## src/cpuPkg.sv

```systemverilog
package cpuPkg;

	typedef enum logic [4:0] {
		opAdd  = 5'd0,
		opSub  = 5'd1,
		opAnd  = 5'd2,
		opOr   = 5'd3,
		opShr  = 5'd4,
		opShra = 5'd5,
		opShl  = 5'd6,
		opRor  = 5'd7,
		opRol  = 5'd8,
		opMul  = 5'd9,
		opDiv  = 5'd10,
		opNeg  = 5'd11,
		opNot  = 5'd12,
		opAddi = 5'd13,
		opMfhi = 5'd14,
		opMflo = 5'd15,
		opOut  = 5'd16,
		opHalt = 5'd17
	} opcodeT;

	typedef enum logic [3:0] {
		aluAdd, aluSub, aluAnd, aluOr,
		aluShr, aluShra, aluShl, aluRor, aluRol,
		aluMul, aluDiv, aluNeg, aluNot, aluPassB
	} aluOpT;

	typedef enum logic [3:0] {
		srcNone, srcPc, srcMdr, srcZlo, srcZhi, srcHi, srcLo, srcGpr, srcImm
	} busSrcT;

	typedef enum logic [1:0] {
		selRa, selRb, selRc
	} regSelT;

	// rc shares its bits with the top of the immediate
	typedef struct packed {
		logic [3:0]  rc;
		logic [14:0] spare;
	} rcFieldT;

	typedef union packed {
		rcFieldT            reg3;
		logic signed [18:0] imm;
	} lowFieldT;

	typedef struct packed {
		opcodeT     op;
		logic [3:0] ra;
		logic [3:0] rb;
		lowFieldT   low;
	} instrT;

	typedef struct packed {
		busSrcT busSrc;
		regSelT regSel;
		logic   regWrite;
		logic   pcIn;
		logic   marIn;
		logic   mdrIn;
		logic   irIn;
		logic   yIn;
		logic   zIn;
		logic   hiIn;
		logic   loIn;
		logic   outIn;
		logic   incPc;
		aluOpT  aluOp;
		logic   memRead;
		logic   halt;
	} ctrlT;

endpackage
```

## src/controlUnit.sv

```systemverilog
module controlUnit (
	input  logic          Clock,
	input  logic          rst,
	input  cpuPkg::instrT ir,
	output cpuPkg::ctrlT  ctrl
);
	import cpuPkg::*;

	logic [2:0] step;
	logic [2:0] lastStep;
	logic       haltState;
	logic       nopFetch;

	function automatic aluOpT aluOpOf(input opcodeT op);
		case (op)
			opSub:   return aluSub;
			opAnd:   return aluAnd;
			opOr:    return aluOr;
			opShr:   return aluShr;
			opShra:  return aluShra;
			opShl:   return aluShl;
			opRor:   return aluRor;
			opRol:   return aluRol;
			opMul:   return aluMul;
			opDiv:   return aluDiv;
			opNeg:   return aluNeg;
			opNot:   return aluNot;
			default: return aluAdd; // add and addi
		endcase
	endfunction

	always_comb begin
		case (ir.op)
			opMul, opDiv:                             lastStep = 3'd7;
			opAdd, opSub, opAnd, opOr, opAddi:        lastStep = 3'd6;
			opShr, opShra, opShl, opRor, opRol:       lastStep = 3'd6;
			opNeg, opNot:                             lastStep = 3'd5;
			opMfhi, opMflo, opOut, opHalt:            lastStep = 3'd4;
			default:                                  lastStep = 3'd3; // unknown opcode
		endcase
	end

	// a no-op is only known once IR is loaded, so its T4 slot is the next T0
	assign nopFetch = (step == 3'd4) && (lastStep == 3'd3);

	always_comb begin
		ctrl = '0;
		ctrl.busSrc = srcNone;
		ctrl.regSel = selRa;
		ctrl.aluOp = aluPassB;
		if (haltState) begin
			ctrl.halt = 1'b1;
		end else if (step == 3'd0 || nopFetch) begin
			ctrl.busSrc = srcPc;
			ctrl.marIn = 1'b1;
			ctrl.incPc = 1'b1;
			ctrl.aluOp = aluAdd;
			ctrl.zIn = 1'b1;
		end else if (step == 3'd1) begin
			ctrl.busSrc = srcZlo;
			ctrl.pcIn = 1'b1;
			ctrl.memRead = 1'b1;
		end else if (step == 3'd2) begin
			ctrl.mdrIn = 1'b1;
		end else if (step == 3'd3) begin
			ctrl.busSrc = srcMdr;
			ctrl.irIn = 1'b1;
		end else begin
			case (ir.op)
				opNeg, opNot: begin
					if (step == 3'd4) begin
						ctrl.busSrc = srcGpr;
						ctrl.regSel = selRb;
						ctrl.aluOp = aluOpOf(ir.op);
						ctrl.zIn = 1'b1;
					end else begin
						ctrl.busSrc = srcZlo;
						ctrl.regWrite = 1'b1;
					end
				end
				opMfhi, opMflo: begin
					ctrl.busSrc = (ir.op == opMfhi) ? srcHi : srcLo;
					ctrl.regWrite = 1'b1;
				end
				opOut: begin
					ctrl.busSrc = srcGpr;
					ctrl.outIn = 1'b1;
				end
				opHalt: ctrl.halt = 1'b1;
				opAdd, opSub, opAnd, opOr, opShr, opShra, opShl, opRor, opRol,
				opAddi, opMul, opDiv: begin
					case (step)
						3'd4: begin
							ctrl.busSrc = srcGpr;
							ctrl.regSel = selRb;
							ctrl.yIn = 1'b1;
						end
						3'd5: begin
							ctrl.busSrc = (ir.op == opAddi) ? srcImm : srcGpr;
							ctrl.regSel = selRc;
							ctrl.aluOp = aluOpOf(ir.op);
							ctrl.zIn = 1'b1;
						end
						3'd6: begin
							ctrl.busSrc = srcZlo;
							if (ir.op == opMul || ir.op == opDiv)
								ctrl.loIn = 1'b1;
							else
								ctrl.regWrite = 1'b1;
						end
						default: begin
							ctrl.busSrc = srcZhi; // T7, mul and div only
							ctrl.hiIn = 1'b1;
						end
					endcase
				end
				default: ;
			endcase
		end
	end

	always_ff @(posedge Clock) begin
		if (rst) begin
			step <= 3'd0;
			haltState <= 1'b0;
		end else if (ctrl.halt) begin
			step <= 3'd0;
			haltState <= 1'b1; // held until reset
		end else if (nopFetch) begin
			step <= 3'd1;
		end else if (step >= 3'd4 && step == lastStep) begin
			step <= 3'd0;
		end else begin
			step <= step + 3'd1;
		end
	end

endmodule

```

## config.mk

```make
export PLATFORM = sky130hd
export DESIGN_NAME = controlUnit
export DESIGN_NICKNAME = d
export VERILOG_FILES = /design/src/cpuPkg.sv /design/src/controlUnit.sv
export SDC_FILE = /design/constraint.sdc
export NUM_CORES = 1
export LEC_CHECK = 0
export ABC_AREA = 0
export BUFFER_PORTS_ARGS = -buffer_cell sky130_fd_sc_hd__buf_4
export CAP_MARGIN = 30
export CORE_UTILIZATION = 30
export CTS_CLUSTER_DIAMETER = 200
export DETAILED_ROUTE_END_ITERATION = 10
export GPL_TIMING_DRIVEN = 0
export PLACE_DENSITY = 0.56
export REMOVE_ABC_BUFFERS = 1
export SLEW_MARGIN = 20
export SYNTH_ARGS = -nofsm -noshare
export SYNTH_HDL_FRONTEND = slang
export SYNTH_SLANG_ARGS = --single-unit
```

## constraint.sdc

```tcl
create_clock -name Clock -period 3.2 [get_ports Clock]
set_clock_uncertainty 0.2 [all_clocks]
set_input_delay 0.48 -clock Clock [delete_from_list [all_inputs] [get_ports Clock]]
set_output_delay 0.48 -clock Clock [all_outputs]
set_load 0.01 [all_outputs]
```

==> flow_metrics.py <==
metrics = {
    "clock_network": {
        "holdBufCountCts": 0,
        "cts_tree": "yes",
        "post_cts_buffers": 0,
        "cts.path.max_buffers": 2,
        "clkLatencyLatePin_ns": 0.23,
        "cts_root_buf": "clkbuf_4",
        "cts.clk_slew.worst_paths_ns": 0.04,
        "cts.sinks": 4,
        "post_cts_resized": 0,
        "h-tree-depth": 1,
        "cts_buffers": 3,
    },
    "detailed_routing": {
        "avgViaCountPerCell": 5.49,
        "vias": 1097,
        "ant_nets": 0,
        "routed_wl_mm": 2.71,
        "drc": 0,
        "first_pass_iters": 4,
        "drt_iter0_drc": 19,
        "routedWlPerCell_um": 13.5,
    },
    "die": {
        "placementRows": 20,
        "pin_count": 57,
        "start_util": 0.313,
        "fp.dieArea_mm2": 0.00339,
        "coreArea_mm2": 0.00303,
        "die_h_um": 58.2,
        "die_x_um": 58.2,
    },
    "final_layout": {
        "fin_cells": 200,
        "final_nets": 197,
        "drive_gt1_frac": 0.269,
        "multi_input_area_um2": 778,
        "num-fill-cells": 335,
        "regArea_um2": 81.3,
        "diodes": 0,
        "syn_to_final_growth_pct": 23.1,
    },
    "synth": {
        "yosysSeqAreaShare": 0.0845,
        "synthDistinctLibCells": 51,
        "synthArstFlopShare": 0,
        "ys.flop_type": "dfxtp_1",
        "syn_area_um2": 947,
        "synthSimpleGateAreaFrac": 0.367,
        "synth_top_family_by_area": "simple AND/OR/NAND/NOR gates",
        "synth_seq_cells": 4,
        "synth_fa_ha_area_frac": 0.0661,
        "synthCells": 138,
        "ys_warn_count": 0,
        "synthXorXnorAreaFrac": 0.00925,
        "synth_area_per_cell_um2": 6.86,
        "muxShareOfSynthArea": 0.0383,
        "synthTopCellsByArea": "dfxtp_1 8.5%, ha_1 6.6%, a21oi_1 6.3%",
        "yosysTopAreaCellShare": 0.0845,
        "synth_compound_area_frac": 0.338,
        "yosysTopAreaCell": "dfxtp_1",
        "synth_edf_count": 0,
    },
    "timing": {
        "finalSetupViolCount": 0,
        "max_slew_margin": 0.699,
        "setup_ws_ns": 0.214,
        "min_period_ns": 2.99,
        "tightest_slew_ns": 0.445,
        "drv_slew": 0,
        "setup-tns-final_ns": 0,
        "rsz0062_at_grt": "false",
        "fin_crit_sh": 0.933,
        "fmax_mhz": 335,
        "hold_viol_final": 0,
    },
    "critical_path": {
        "start_kind": "register",
        "critPathCaptureType": "primary output",
        "crit_chain": "inv_1 -> ha_1 -> nor2_2 -> nand2_1 -> or2_1 -> nor3b_2 -> buf_4",
        "path_class": "reg -> out",
        "cp_max_fo": 12,
        "arrival_ns": 2.31,
        "cpLargestDelayFamily": "simple AND/OR/NAND/NOR gates",
        "critPathMaxStageDelay_ns": 0.55,
        "critPathBufInv": 2,
        "critPathRequiredTime_ns": 2.52,
        "crit_path_top_delay_cell": "dfxtp_1",
        "ff2ff_setup_slack_ns": 1.25,
    },
    "min_path": {
        "hold_path.class": "in -> reg",
    },
    "place": {
        "gp_congestion": 0.901,
        "detailedPlace.worstSlack_ns": 0.329,
        "hpwl_mm": 2.01,
        "port_buffers": 29,
        "dp.cells": 197,
    },
    "global_routing": {
        "antenna_found_initial": 0,
        "grt_max_degree": 24,
        "first_global_vias": 995,
        "track_usage": 0.166,
        "globalRoute.totalOverflow": 0,
        "grt_first_pass_wirelength_mm": 4.51,
    },
    "pwr": {
        "power_density_mw_per_mm2": 294,
        "power.leakage_nw": 0.471,
        "ir_drop_v": 0.000167,
    },
    "run_status": {
        "status": "complete, no violations",
    },
    "flow_run": {
        "maxCapViolCount": 0,
    },
}
-- per-stage QoR --
stage	power, mW	hold slack [ns]	util	instance area (um2)
2_1_floorplan	0.188	0.344	-	867
3_5_place_dp	0.281	0.483	0.376	1140
3_3_place_gp	0.279	0.477	0.376	1140
5_1_grt	0.373	0.227	0.385	1170
6_report	0.342	0.234	0.385	1170
4_1_cts	0.346	0.234	0.384	1160
-- path summary, 6_finish.rpt --
| kind | start | end | cells after the start |
|---|---|---|---|
| hold reg to reg | step[0] | step[0] | 1 |
| setup / recovery | step[2] | ctrl[3] | 7 |
| setup reg to reg | step[2] | step[2] | 5 |
| hold / removal | rst | step[0] | 2 |
-- metal layers --
layer,vias to the layer above,track usage,wire length (um)
met5,-,0,0
met4,0,0.0544,0
met3,0,0.0134,155
met2,35,0.286,1290
met1,515,0.219,1260
li1,547,-,-
-- cells in the mapped netlist, types with 2 or more instances --
| master | instances |
|---|---|
| nor2_1 | 16 |
| nand2_1 | 13 |
| a21oi_1 | 12 |
| o21ai_0 | 7 |
| nor2b_1 | 6 |
| clkbuf_1 | 5 |
| ha_1 | 5 |
| nor3_1 | 5 |
| buf_2 | 4 |
| dfxtp_1 | 4 |
| nand3_1 | 4 |
| nand3b_1 | 4 |
| inv_1 | 3 |
| nand4_1 | 3 |
| a221oi_1 | 2 |
| a31oi_1 | 2 |
| a41o_1 | 2 |
| and3_1 | 2 |
| buf_4 | 2 |
| buf_6 | 2 |
| nand2b_1 | 2 |
| nor4_1 | 2 |
| o22ai_1 | 2 |
| o31a_1 | 2 |
-- area by class of cell --
class                   instances  area share
clock buffers                   3      0.0193
inverters                       3     0.00966
multi-input cells             117       0.667
flip-flops and latches          4      0.0697
well taps                      44      0.0472
repair buffers                 29       0.187
-- logic make-up after synthesis --
group	Yosys count
and+or+nand+nor	65
AOI/OAI and AO/OA	43
buffers and inverters	17
adders and majority gates	5
DFF	4
muxes	3
xor gates and xnor gates	1
-- where the power goes --
part	internal (mW)	switching, mW	total [mW]	leakage, nW
Combinational	0.0934	0.123	0.216	0.424
Clock	0.0419	0.0194	0.0612	0.0138
Sequential	0.0551	0.00984	0.0649	0.0330
Total	0.190	0.152	0.342	0.471
-- state kept, by name, indices dropped and copies added, names as in the netlist --
| name | cells |
|---|---|
| step | 3 |
| haltState | 1 |
-- layout by cell type, fill, tap and decap left out, drive strengths merged, types with 2 or more instances in the layout --
master / synthesis / layout
and3: 2 / 2
nor3: 5 / 5
clkbuf: 5 / 3
nand3b: 4 / 4
inv: 3 / 3
a31oi: 2 / 2
mux2: 2 / 2
nand2b: 2 / 2
a41o: 2 / 2
buf: 9 / 29
o31a: 2 / 2
dfxtp: 4 / 4
nor2b: 7 / 7
a221oi: 2 / 2
nor4: 2 / 2
o22ai: 2 / 2
nand2: 13 / 13
ha: 5 / 5
nand3: 4 / 4
o21ai: 8 / 8
a21oi: 12 / 12
nor2: 16 / 16
nand4: 3 / 3
Power figures use the tool's default switching activity.
